`src/rtl/cpu_pkg.sv`:
```
package cpu_pkg;

    localparam int XLEN       = 64;
    localparam int REG_ADDR_W = 5;
    localparam int INST_W     = 32;

    // Major opcodes in use
    typedef enum logic [6:0] {
        OPC_OP     = 7'b0110011,
        OPC_OP_IMM = 7'b0010011,
        OPC_LUI    = 7'b0110111,
        OPC_BRANCH = 7'b1100011
    } opcode_e;

    typedef enum logic [3:0] {
        ALU_ADD,
        ALU_SUB,
        ALU_AND,
        ALU_OR,
        ALU_XOR,
        ALU_SLL,
        ALU_SRL,
        ALU_SLT,
        ALU_PASS_B
    } alu_op_e;

    // Decode to execute
    typedef struct packed {
        logic                  valid;
        logic [XLEN-1:0]       pc;
        logic [REG_ADDR_W-1:0] rd;
        logic                  we;
        alu_op_e               alu_op;
        logic                  use_imm;
        logic                  is_branch;
        logic                  branch_ne;
        logic [XLEN-1:0]       op_a;
        logic [XLEN-1:0]       op_b;
        logic [XLEN-1:0]       imm;
    } decode_t;

    // Execute to result, also the commit record
    typedef struct packed {
        logic                  valid;
        logic [XLEN-1:0]       pc;
        logic [REG_ADDR_W-1:0] rd;
        logic                  we;
        logic [XLEN-1:0]       data;
    } result_t;

endpackage

```
`src/rtl/cpu_decode.sv`:
```
`timescale 1ns/10ps

module cpu_decode (
    input  logic                           clk,
    input  logic                           rst_n,
    input  logic                           flush,
    input  logic [cpu_pkg::XLEN-1:0]       fetch_pc,
    input  logic [cpu_pkg::INST_W-1:0]     fetch_inst,
    input  logic [cpu_pkg::XLEN-1:0]       rs1_data,
    input  logic [cpu_pkg::XLEN-1:0]       rs2_data,
    input  cpu_pkg::result_t               ex_fwd,
    input  cpu_pkg::result_t               rs_fwd,
    output logic [cpu_pkg::REG_ADDR_W-1:0] rs1_addr,
    output logic [cpu_pkg::REG_ADDR_W-1:0] rs2_addr,
    output cpu_pkg::decode_t               dec
);

    logic                           id_valid;
    logic [cpu_pkg::XLEN-1:0]       id_pc;
    logic [cpu_pkg::INST_W-1:0]     id_inst;

    cpu_pkg::opcode_e               opcode;
    logic [cpu_pkg::REG_ADDR_W-1:0] rd;
    logic [2:0]                     funct3;
    logic [6:0]                     funct7;
    logic [cpu_pkg::XLEN-1:0]       imm_i;
    logic [cpu_pkg::XLEN-1:0]       imm_u;
    logic [cpu_pkg::XLEN-1:0]       imm_b;

    // Youngest match wins, execute is one instruction ahead of result
    function automatic logic [cpu_pkg::XLEN-1:0] fwd_sel(
        input logic [cpu_pkg::REG_ADDR_W-1:0] addr,
        input logic [cpu_pkg::XLEN-1:0]       file_data,
        input cpu_pkg::result_t               ex,
        input cpu_pkg::result_t               rs
    );
        if (ex.valid && ex.we && ex.rd == addr) begin
            return ex.data;
        end else if (rs.valid && rs.we && rs.rd == addr) begin
            return rs.data;
        end
        return file_data;
    endfunction

    always_ff @(posedge clk) begin
        if (!rst_n || flush) begin
            id_valid <= 1'b0;
        end else begin
            id_valid <= 1'b1;
        end
    end

    always_ff @(posedge clk) begin
        id_pc   <= fetch_pc;
        id_inst <= fetch_inst;
    end

    // Field split
    assign opcode   = cpu_pkg::opcode_e'(id_inst[6:0]);
    assign rd       = id_inst[11:7];
    assign funct3   = id_inst[14:12];
    assign rs1_addr = id_inst[19:15];
    assign rs2_addr = id_inst[24:20];
    assign funct7   = id_inst[31:25];

    assign imm_i = {{52{id_inst[31]}}, id_inst[31:20]};
    assign imm_u = {{32{id_inst[31]}}, id_inst[31:12], 12'b0};
    assign imm_b = {{51{id_inst[31]}}, id_inst[31], id_inst[7], id_inst[30:25],
                    id_inst[11:8], 1'b0};

    always_comb begin
        dec        = '0;
        dec.valid  = id_valid;
        dec.pc     = id_pc;
        dec.rd     = rd;
        dec.alu_op = cpu_pkg::ALU_ADD;
        dec.op_a   = fwd_sel(rs1_addr, rs1_data, ex_fwd, rs_fwd);
        dec.op_b   = fwd_sel(rs2_addr, rs2_data, ex_fwd, rs_fwd);
        case (opcode)
            cpu_pkg::OPC_OP: begin
                dec.we = 1'b1;
                case (funct3)
                    3'b000: begin
                        if (funct7[5]) begin
                            dec.alu_op = cpu_pkg::ALU_SUB;
                        end else begin
                            dec.alu_op = cpu_pkg::ALU_ADD;
                        end
                    end
                    3'b001:  dec.alu_op = cpu_pkg::ALU_SLL;
                    3'b010:  dec.alu_op = cpu_pkg::ALU_SLT;
                    3'b100:  dec.alu_op = cpu_pkg::ALU_XOR;
                    3'b101:  dec.alu_op = cpu_pkg::ALU_SRL;
                    3'b110:  dec.alu_op = cpu_pkg::ALU_OR;
                    3'b111:  dec.alu_op = cpu_pkg::ALU_AND;
                    default: dec.alu_op = cpu_pkg::ALU_ADD;
                endcase
            end
            cpu_pkg::OPC_OP_IMM: begin
                dec.we      = 1'b1;
                dec.use_imm = 1'b1;
                dec.imm     = imm_i;
                case (funct3)
                    3'b100:  dec.alu_op = cpu_pkg::ALU_XOR;
                    3'b110:  dec.alu_op = cpu_pkg::ALU_OR;
                    3'b111:  dec.alu_op = cpu_pkg::ALU_AND;
                    default: dec.alu_op = cpu_pkg::ALU_ADD;
                endcase
            end
            cpu_pkg::OPC_LUI: begin
                dec.we      = 1'b1;
                dec.use_imm = 1'b1;
                dec.imm     = imm_u;
                dec.alu_op  = cpu_pkg::ALU_PASS_B;
            end
            cpu_pkg::OPC_BRANCH: begin
                // Branches retire with rd x0, no write
                dec.rd        = '0;
                dec.is_branch = 1'b1;
                dec.branch_ne = funct3[0];
                dec.imm       = imm_b;
            end
            default: begin
                dec.we = 1'b0;
            end
        endcase
        if (dec.rd == '0) begin
            dec.we = 1'b0;
        end
    end

    a_known_opcode: assert property (
        @(posedge clk) disable iff (!rst_n)
        id_valid |-> opcode inside {cpu_pkg::OPC_OP, cpu_pkg::OPC_OP_IMM,
                                    cpu_pkg::OPC_LUI, cpu_pkg::OPC_BRANCH}
    );

endmodule

```
`config.mk`:
```
export PLATFORM = sky130hd
export DESIGN_NAME = cpu_decode
export DESIGN_NICKNAME = d
export VERILOG_FILES = /design/src/rtl/cpu_pkg.sv /design/src/rtl/cpu_decode.sv
export SDC_FILE = /design/constraint.sdc
export NUM_CORES = 1
export LEC_CHECK = 0
export ABC_AREA = 0
export BUFFER_PORTS_ARGS = -buffer_cell sky130_fd_sc_hd__buf_2
export CAP_MARGIN = 20
export CORE_AREA = 2 2 306 308
export CTS_BUF_LIST = sky130_fd_sc_hd__clkbuf_8
export CTS_CLUSTER_SIZE = 28
export DETAILED_ROUTE_END_ITERATION = 12
export DIE_AREA = 0 0 308 310
export GPL_TIMING_DRIVEN = 0
export PLACE_DENSITY_LB_ADDON = 0.25
export SLEW_MARGIN = 20
export SYNTH_ARGS = -nofsm -noshare
export SYNTH_HDL_FRONTEND = slang
export SYNTH_SLANG_ARGS = --single-unit
```
`constraint.sdc`:
```
create_clock -name clk -period 2.6 [get_ports clk]
set_input_delay 0.52 -clock clk [delete_from_list [all_inputs] [get_ports clk]]
set_output_delay 0.52 -clock clk [all_outputs]
set_load 0.1 [all_outputs]
```
==> flow_summary_export.csv <==
group,metric,value,unit
clock_tree,cts_buffer_depth,2,
routing,wirelength,62.53,mm
routing,drtIter0Drc,558,
clock_tree,cts_tree,"yes",
clock_tree,cts.sinks,97,
finish,drive_gt1_frac,0.7772,
synthesis,synth_top_area_cell,"dfxtp_1",
sta,fmax,0.3439,GHz
finish,syn_to_final_growth,192.6,%
grt,grt_max_degree,19,
die,ios,777,
placed_design,dp.cells,2713,
setup_path,cpPeakStageDelay,360,ps
clock_tree,cts_buffers,9,
routing,dr.pass1.iters,6,
finish,final_common_cell,"buf_2",
routing,via_count,10336,
clock_tree,cts_root_buf,"clkbuf_8",
grt,grt_usage,0.1148,
run,drv_cap,0,
placed_design,dp_hpwl,47.64,mm
synthesis,synth_nets,1363,
setup_path,path_cells,"buf_2 -> and2_2 -> clkbuf_8 -> clkbuf_2 -> nand4_1 -> a31oi_4 -> buf_12",
placed_design,place_congestion,0.8270,
synthesis,netlist_area,0.006325,mm^2
setup_path,slowest_stage,"clkbuf_2",
sta,maxSlewHeadroom,0.6611,
routing,ant_nets,0,
setup_path,cp-end-kind,"output port",
grt,grt_pass1_wl,77.71,mm
grt,grt-ovfl-total,0,
sta,final.setup.worst_slack,-308.1,ps
finish,layout_common_cells,"454 x buf_2, 171 x buf_12, 97 x a31oi_4",
placed_design,dpl_worst_slack,-1586,ps
grt,grt_antenna_before_repair,21,
worst_hold_path,holdCritPathClass,"in -> reg",
sta,min_period,2908,ps
grt,grt_pass1_vias,10346,
run_status,violations,"setup timing",
die,dieArea,0.09548,mm^2
sta,tightest_slew,511.9,ps
synthesis,ys_seq_elements,97,
routing,vias_per_cell,3.705,
sta,rsz0062_at_grt,"true",
synthesis,synth_area_leaders,"dfxtp_1 31%, a31oi_1 13%, nor3_1 10%, o21ai_0 10%, nand4_1 6.7%",
die,initial_utilization,0.06838,
sta,post-route-period-util,1.118,
synthesis,synth.avg_cell_area,7.303,um^2
sta,slew_viol_final,0,
clock_tree,clk_pin_slew,120,ps
die,core_area,0.09249,mm^2
synthesis,yosysWarningCount,0,
die,die_x,308,um
sta,hold_viol_final,0,
synthesis,synthCells,866,
setup_path,path_class,"in -> out",
pwr,power_density,344.2,mW/mm^2
sta,setup-violations-final,172,
pwr,ir_drop,0.4317,mV
die,die_h,310,um
pwr,power_leakage,6.924,nW
finish,final_cells,2790,
finish,fin_nets,2085,
synthesis,synthDistinctLibCells,38,
synthesis,ys_seq_area_frac,0.3070,
routing,remaining_drc_errors,0,
clock_tree,ctsHoldBuffers,0,
clock_tree,h-tree-depth,3,
run_status,status,"finished, violations left",
setup_path,cp.required,2080,ps
setup_path,critPathLaunchType,"input port",
synthesis,netlist.area_leader.share,0.3070,
die,rows,112,
setup_path,worstPathMaxFanout,10,
finish,num-fill-cells,10208,
routing,routedWlPerCell,22.41,um
placed_design,io_buffer_count,648,
finish,n_antenna_cell,0,
setup_path,cp.arrival,2390,ps
## registers in the layout, summed over array words and instances, names as in the netlist
register and cells:
id_inst 32, id_pc 64, id_valid 1
## final cells by class
type,count,area [um^2],area share
Buffer,148,1546,0.08355
Clock buffer,9,123.9,0.006692
Clock inverter,7,61.31,0.003312
Inverter,2,7.507,0.0004056
Multi-Input combinational cell,620,6556,0.3542
Sequential cell,97,1986,0.1073
Tap cell,1197,1498,0.08092
Timing Repair Buffer,710,6730,0.3636
## cell usage after synthesis, drive strengths merged
cell / n
nand4b: 1
and4: 2
xnor2: 18
a221oi: 1
nor2b: 9
and2: 10
nor2: 8
a22oi: 1
dfxtp: 97
a21o: 20
nand2: 3
nand4bb: 1
o2111ai: 1
nor3: 132
or2: 2
a22o: 5
inv: 2
nand3b: 1
o21ai: 130
clkbuf: 72
nand3: 66
a21oi: 2
o21a: 1
or3b: 2
buf: 79
nand4: 68
o2111a: 1
nand2b: 3
a31oi: 128
## power breakdown
part	switching (mW)	internal (mW)
logic	2.56	1.20
clock network	0.613	0.366
registers	0.0630	1.56
total	3.24	3.13
## final timing paths
kind | start | end | cells after the start
max | rs_fwd[64] | dec[187] | 7
min | fetch_pc[13] | id_pc[13] | 1
## metal layers
metal,share of wire,global-route usage,vias up
met2,0.49,0.2001,576
met4,0.025,0.02791,4
li1,-,-,4731
met3,0.073,0.02902,91
met5,0.00037,0,-
met1,0.41,0.1406,4934
## worst max-delay path, delay by kind of cell
family                 cells  cell delay, ps
buffers and inverters      4            1030
AO/OA/AOI/OAI              1             270
AND/OR/NAND/NOR            2             540
## per-stage QoR
| step | hold slack [ps] | power (mW) | setup TNS (ps) | utilization | cell area, um^2 |
|---|---|---|---|---|---|
| finish | 189.8 | 6.371 | -26670 | 0.2001 | 18510 |
| global route | 145.3 | 6.610 | -46320 | 0.2001 | 18510 |
| CTS | 131.2 | 6.030 | -51440 | 0.1657 | 15320 |
| detailed placement | 623.6 | 4.568 | -139520 | 0.1343 | 12420 |
| global placement | 622.6 | 4.574 | -204140 | 0.1337 | 12370 |
| floorplan | 547.7 | 3.715 | -48600 | - | 7629 |
## cells by family (layout without fill, tap and decap cells)
| kind of cell | Yosys count | after routing | synth area share |
|---|---|---|---|
| flip-flops | 97 | 97 | 0.3070 |
| buffers and inverters | 153 | 876 | 0.1254 |
| AND/OR/NAND/NOR | 308 | 310 | 0.2698 |
| AO/OA/AOI/OAI | 290 | 292 | 0.2728 |
| XOR/XNOR | 18 | 18 | 0.02493 |
## repair_timing
action | CTS | global route
gates resized for setup | 787 | 606
gates cloned | 2 | 20
buffers inserted | 18 | 24
pin swaps | 18 | 68
setup endpoints to repair | 202 | 199
No activity file was read; power rests on OpenSTA's default activity.
