$ cat config.mk
export PLATFORM = sky130hd
export DESIGN_NAME = cpu_fetch
export DESIGN_NICKNAME = d
export VERILOG_FILES = /design/src/rtl/cpu_pkg.sv /design/src/rtl/cpu_fetch.sv
export SDC_FILE = /design/constraint.sdc
export NUM_CORES = 1
export LEC_CHECK = 0
export BUFFER_PORTS_ARGS = -buffer_cell sky130_fd_sc_hd__buf_4
export CORE_ASPECT_RATIO = 1.25
export CORE_UTILIZATION = 45
export CTS_BUF_LIST = sky130_fd_sc_hd__clkbuf_4 sky130_fd_sc_hd__clkbuf_8 sky130_fd_sc_hd__clkbuf_16
export DETAILED_ROUTE_END_ITERATION = 8
export PLACE_DENSITY = 0.74
export SKIP_CTS_REPAIR_TIMING = 1
export SLEW_MARGIN = 20
export SYNTH_ARGS = -nofsm -noshare
export SYNTH_HDL_FRONTEND = slang
export SYNTH_SLANG_ARGS = --single-unit
$ cat constraint.sdc
create_clock -name clk -period 3 [get_ports clk]
set_clock_uncertainty 0.1 [all_clocks]
set_input_delay 0.15 -clock clk [delete_from_list [all_inputs] [get_ports clk]]
set_output_delay 0.15 -clock clk [all_outputs]
set_load 0.03 [all_outputs]
$ cat src/rtl/cpu_pkg.sv
package cpu_pkg;

    localparam int XLEN       = 64;
    localparam int REG_ADDR_W = 5;
    localparam int INST_W     = 32;

    // Major opcodes in use
    typedef enum logic [6:0] {
        OPC_OP     = 7'b0110011,
        OPC_OP_IMM = 7'b0010011,
        OPC_LUI    = 7'b0110111,
        OPC_BRANCH = 7'b1100011
    } opcode_e;

    typedef enum logic [3:0] {
        ALU_ADD,
        ALU_SUB,
        ALU_AND,
        ALU_OR,
        ALU_XOR,
        ALU_SLL,
        ALU_SRL,
        ALU_SLT,
        ALU_PASS_B
    } alu_op_e;

    // Decode to execute
    typedef struct packed {
        logic                  valid;
        logic [XLEN-1:0]       pc;
        logic [REG_ADDR_W-1:0] rd;
        logic                  we;
        alu_op_e               alu_op;
        logic                  use_imm;
        logic                  is_branch;
        logic                  branch_ne;
        logic [XLEN-1:0]       op_a;
        logic [XLEN-1:0]       op_b;
        logic [XLEN-1:0]       imm;
    } decode_t;

    // Execute to result, also the commit record
    typedef struct packed {
        logic                  valid;
        logic [XLEN-1:0]       pc;
        logic [REG_ADDR_W-1:0] rd;
        logic                  we;
        logic [XLEN-1:0]       data;
    } result_t;

endpackage

$ cat src/rtl/cpu_fetch.sv
`timescale 1ns/10ps

module cpu_fetch #(
    parameter logic [cpu_pkg::XLEN-1:0] RESET_PC = '0
) (
    input  logic                     clk,
    input  logic                     rst_n,
    input  logic                     redirect,
    input  logic [cpu_pkg::XLEN-1:0] redirect_pc,
    output logic [cpu_pkg::XLEN-1:0] pc
);

    localparam logic [cpu_pkg::XLEN-1:0] PC_STEP = 4;

    always_ff @(posedge clk) begin
        if (!rst_n) begin
            pc <= RESET_PC;
        end else if (redirect) begin
            // Taken branch from execute
            pc <= redirect_pc;
        end else begin
            pc <= pc + PC_STEP;
        end
    end

    // Branch targets come from execute and must stay word aligned
    a_redirect_aligned: assert property (
        @(posedge clk) disable iff (!rst_n)
        redirect |-> (redirect_pc[1:0] == 2'b00)
    );

endmodule

==> results of run 1 <==
kinds of logic after synthesis:
logic type | count (synthesis) | share of synthesized area (%)
flops | 64 | 37.8
compound gates | 105 | 16.6
mux | 3 | 0.886
buf+inv | 30 | 3.47
fa+ha+maj | 1 | 0.369
simple gates | 157 | 25.9
xor+xnor | 58 | 15.0
power breakdown:
part,internal (W),leakage [nW],switching [W]
registers,0.000909,0.532,0.0000750
clock network,0.000518,0.118,0.000333
logic,0.000215,1.35,0.000243
total,0.00164,2.00,0.000651
worst paths after layout:
check        cells after the start                  to                from
min reg2reg                      2  pc[0]$_SDFFE_PN0P_  pc[0]$_SDFFE_PN0P_
min                              3   pc[53]$_SDFF_PN0_     redirect_pc[53]
max reg2reg                      6   pc[57]$_SDFF_PN0_   pc[14]$_SDFF_PN0_
max                              6   pc[57]$_SDFF_PN0_   pc[14]$_SDFF_PN0_
worst reg2reg max path, cell delays in order, from the launching register on:
cell	delay, ns
dfxtp_1	0.44
nand4_1	0.24
or4_1	0.68
nor4_1	0.59
nand4_1	0.19
xor2_1	0.18
a21oi_1	0.13
layout make-up:
| cell class | instances | area share, % |
|---|---|---|
| multi-input combinational | 324 | 40.4 |
| inverter | 7 | 0.533 |
| clock inverter | 3 | 1.32 |
| clock buffer | 13 | 3.25 |
| tap | 92 | 2.33 |
| sequential | 64 | 26.0 |
| timing repair buffer | 163 | 26.2 |
metal layers:
layer | track usage, % | routed length [um]
met3 | 4.91 | 532
met4 | 8.81 | 206
met1 | 29.0 | 4180
met5 | 0 | 0
met2 | 41.4 | 4830
synthesized netlist by cell type (all sizes together) (6+ instances only):
master	instances	area share (%)
and4	11	2.8
inv	6	0.66
and2	10	1.8
xnor2	32	8.3
nor4	6	1.5
nor3	13	2.2
o21ai	55	8.1
xor2	26	6.7
o211a	6	1.8
nor2	16	1.8
nand2	35	3.9
nand3	30	4.6
dfxtp	64	38
clkbuf	21	2.3
nand4	18	3.3
and3	6	1.1
a21oi	41	6.1
stage by stage:
step / util (%) / hold slack (ns)
3_5_place_dp: 60.5 / 0.284
5_1_grt: 67.5 / 0.000110
6_report: 67.5 / -0.0338
2_1_floorplan: - / 0.188
3_3_place_gp: 60.5 / 0.274
4_1_cts: 63.6 / -0.0785
==> metrics, run 1 <==
area occupied by registers=1280 um2; vias in the first global route=3216; Worst slew margin=52.9%; Area after DPL=4430 um2; drt initial violations=222; Nets=637; Syn. warnings=0; CTS Buffer Depth=2; sequential share of the synthesized area=37.8%; failing checks=hold timing; Largest Register=pc; largest net degree at the start of global routing=66; most frequent CP cell=nand4_1; f_max=384 MHz; Clock Latency Late Sink=0.35 ns; slew of the pin with the lowest slew margin=0.701 ns; vias post-DR=3604; gr ovfl total=0; core area=7310 um2; Final ANT Viol Nets=0; pwr dens=465 nW/um2; Regs by FF count=pc x64; # DRC=0; Via density=5.41; Yosys reg bits=64; minimum clock period after layout=2.60 ns; initial core utilization=46.4%; fin worst setup slack=0.399 ns; Slowest cell on crit path=or4_1; HP Class=input port to flip-flop; Slew Limit Fails=0; Syn-to-layout area delta=45.5%; CTS tree=done; Detail Placement HPWL=6780 um; # port buffers=130; Synth Cell Area=3390 um2; die width=79.6 um; initial antenna violation count=0; routed length per instance=14.6 um; slowest stage delay, CP=0.68 ns; Synth Area per Inst=8.11 um2; # Max-Cap Violations=0; Main synth FF type=dfxtp_1; critical path peak fanout=6; GRT Overall Usage=24.0%; share of post-route cells with drive strength above 1=27.5%; Post-Layout Cell Count=666; WP buf/inv=0; number of synthesized flops with an enable pin=0; multi-input logic area=1990 um2; Total Wirelength=9750 um; Required @ worst endpoint=3.18 ns; pre-CTS setup slack=0.405 ns; total die area=7890 um2; crit path cell chain=nand4_1 > or4_1 > nor4_1 > nand4_1 > xor2_1 > a21oi_1; Setup CP Type=flip-flop to flip-flop; Net Count, Synth=486; clk slew on worst S/H paths=0.07 ns; cts bufs inserted=9; Layout Cell Area excl Fill=4930 um2; drt first pass iters=4; Cells after Synth=418; CTS sink cnt=64; Hold Slack=-0.0338 ns; dpl cells=622; RSZ-0062 raised after global routing=no; arrival time at the worst endpoint=2.78 ns; CP delay by family, top=simple AND/OR/NAND/NOR gates; final worst-path cycle share=86.7%; commonest non-fill, non-tap cells in the layout=buf_4 (135), dfxtp_1 (64), o21ai_0 (52); status=complete, but fails checks; CTS root buf=clkbuf_8; Ports=131; Final Hold Viols=18; max reg flops=64; Leakage=2.00 nW; Critical Path Start Type=flip-flop; Setup Viol. Count Final=0; Clock H-tree levels=3; first-pass GRT wire length=14700 um; Die H=99.1 um; gpl congestion=0.863; peak supply drop=0.000242 V; most common cell after layout, fill and taps aside=buf_4; setup TNS=0 ns; FP Rows=35; Cell variety after synth=35; ANT cells=0; Power, Total=0.00229 W; Worst R2R Setup Slack=0.40 ns; ys async rst share=0%; # fillers=624; crit end category=flip-flop
(Power assumes the default switching activity.)
==> run 2: changes to the inputs <==
--- a/config.mk
+++ b/config.mk
@@ -7,10 +7,10 @@
 export LEC_CHECK = 0
 export BUFFER_PORTS_ARGS = -buffer_cell sky130_fd_sc_hd__buf_4
 export CORE_ASPECT_RATIO = 1.25
-export CORE_UTILIZATION = 45
+export CORE_UTILIZATION = 49
 export CTS_BUF_LIST = sky130_fd_sc_hd__clkbuf_4 sky130_fd_sc_hd__clkbuf_8 sky130_fd_sc_hd__clkbuf_16
 export DETAILED_ROUTE_END_ITERATION = 8
-export PLACE_DENSITY = 0.74
+export PLACE_DENSITY = 0.79
 export SKIP_CTS_REPAIR_TIMING = 1
 export SLEW_MARGIN = 20
 export SYNTH_ARGS = -nofsm -noshare
==> metrics, run 2 (synthesis gave the netlist of run 1 again) <==
Die H=95.0 um (-4.1%); Setup Viol. Count Final=0 (unchanged); share of post-route cells with drive strength above 1=28.0% (+0.52 points); final worst-path cycle share=87.8% (+1.1 points); minimum clock period after layout=2.63 ns (+0.0333 ns); R2R depth=6 (unchanged); Leakage=1.97 nW (-1.5%); Regs by FF count=pc x64; crit end category=flip-flop; Required @ worst endpoint=3.17 ns (about the same); most frequent CP cell=nand4_1; gr ovfl total=0 (unchanged); # Max-Cap Violations=0 (unchanged); ANT cells=0 (unchanged); Slowest cell on crit path=or4_1; RSZ-0062 raised after global routing=no; Hold Slack=-0.0160 ns (+0.0179 ns); max reg flops=64 (unchanged); FP Rows=33 (-5.7%); hold endpoint=pc[22]$_SDFF_PN0_; first-pass GRT wire length=15400 um (+4.8%); total die area=7260 um2 (-8.0%); routed length per instance=14.9 um (+2.0%); slowest stage delay, CP=0.65 ns (-0.03 ns); Clock Latency Late Sink=0.34 ns (about the same); gpl congestion=0.888 (+2.9%); peak supply drop=0.000319 V (+32%); clk slew on worst S/H paths=0.07 ns (about the same); initial antenna violation count=0 (unchanged); CTS root buf=clkbuf_8; slew of the pin with the lowest slew margin=0.750 ns (+0.0496 ns); Nets=630 (-1.1%); Detail Placement HPWL=6890 um (+1.6%); Worst Hold Path Cells=3 (unchanged); Ports=131 (unchanged); core area=6610 um2 (-9.7%); hold wc startpoint=redirect_pc[22]; Total Wirelength=9760 um (+0.12%); CP delay by family, top=simple AND/OR/NAND/NOR gates; Worst R2R Setup Slack=0.37 ns (-0.03 ns); GRT Overall Usage=26.8% (+2.8 points); f_max=380 MHz (-1.3%); CTS tree=done; arrival time at the worst endpoint=2.80 ns (+0.02 ns); Largest Register=pc; commonest non-fill, non-tap cells in the layout=buf_4 (136), dfxtp_1 (64), o21ai_0 (52); vias in the first global route=3358 (+4.4%); failing checks=hold timing; pwr dens=468 nW/um2 (+0.84%); vias post-DR=3566 (-1.1%); CTS Buffer Depth=2 (unchanged); crit path cell chain=nand4_1 > or4_1 > nor4_1 > nand4_1 > xor2_1 > a21oi_1; Via density=5.45 (+0.76%); reg2reg end=pc[57]$_SDFF_PN0_; CTS sink cnt=64 (unchanged); die width=76.4 um (-4.1%); drt first pass iters=4 (unchanged); Clock H-tree levels=3 (unchanged); Syn-to-layout area delta=43.2%; Slew Limit Fails=0 (unchanged); setup TNS=0 ns (unchanged); Final Hold Viols=14 (-4); HP Class=input port to flip-flop; Setup CP Type=flip-flop to flip-flop; drt initial violations=158 (-29%); WP buf/inv=0 (unchanged); crit path launch=pc[14]$_SDFF_PN0_; most common cell after layout, fill and taps aside=buf_4; R2R Path Start=pc[14]$_SDFF_PN0_; # DRC=0 (unchanged); largest net degree at the start of global routing=66 (unchanged); critical path peak fanout=6 (unchanged); Worst slew margin=49.5% (-3.3 points); Critical Path Start Type=flip-flop; Final ANT Viol Nets=0 (unchanged); # port buffers=130 (unchanged); initial core utilization=51.3% (+5.0 points); status=complete, but fails checks; cts bufs inserted=9 (unchanged)
-- run 2: worst register-to-register path: cells and delay by family, from the launching register on --
| kind | cells | cell delay, ns |
|---|---|---|
| compound gates | 1 | 0.14 |
| simple gates | 4 | 1.69 |
| xor+xnor | 1 | 0.18 |
| flops | 1 | 0.45 |
-- run 2: power by group --
part	switching, W	total, W	internal [W]
sequential	0.0000755	0.000984	0.000909
clock	0.000323	0.000841	0.000518
combinational	0.000240	0.000448	0.000208
total	0.000639	0.00227	0.00163
-- run 2: through the flow --
step	worst slack (ns)	utilization [%]	total power (W)	instances	area [um2]
finish	0.366	73.5	0.00227	654	4850
CTS	0.429	70.5	0.00226	634	4650
detailed placement	0.446	67.0	0.00143	618	4430
global route	0.186	73.5	0.00237	654	4850
floorplan	0.536	-	0.00123	418	3390
global placement	0.563	67.0	0.00142	618	4430
-- run 2: routing by layer --
layer  vias up  routed length (um)  track usage [%]
met5         -                   0                0
met4         0                 318             14.6
met3        27                 460             4.06
met2       128                4970             48.0
met1      1637                4010             30.9
li1       1774                   -                -
-- run 2: layout make-up --
type,count,area (um2)
clock buffer,13,160
clock inverter,3,65.1
fill,571,1750
inverter,7,26.3
multi-input combinational,324,1990
sequential,64,1280
tap,87,109
timing repair buffer,156,1220
-- run 2: how the worst max path moves through the flow --
stage          depth (start not counted)           endpoint
2_1_floorplan                          8  pc[46]$_SDFF_PN0_
3_5_place_dp                           6  pc[60]$_SDFF_PN0_
3_3_place_gp                           6  pc[60]$_SDFF_PN0_
4_1_cts                                6  pc[60]$_SDFF_PN0_
5_1_grt                                6  pc[57]$_SDFF_PN0_
6_report                               6  pc[57]$_SDFF_PN0_
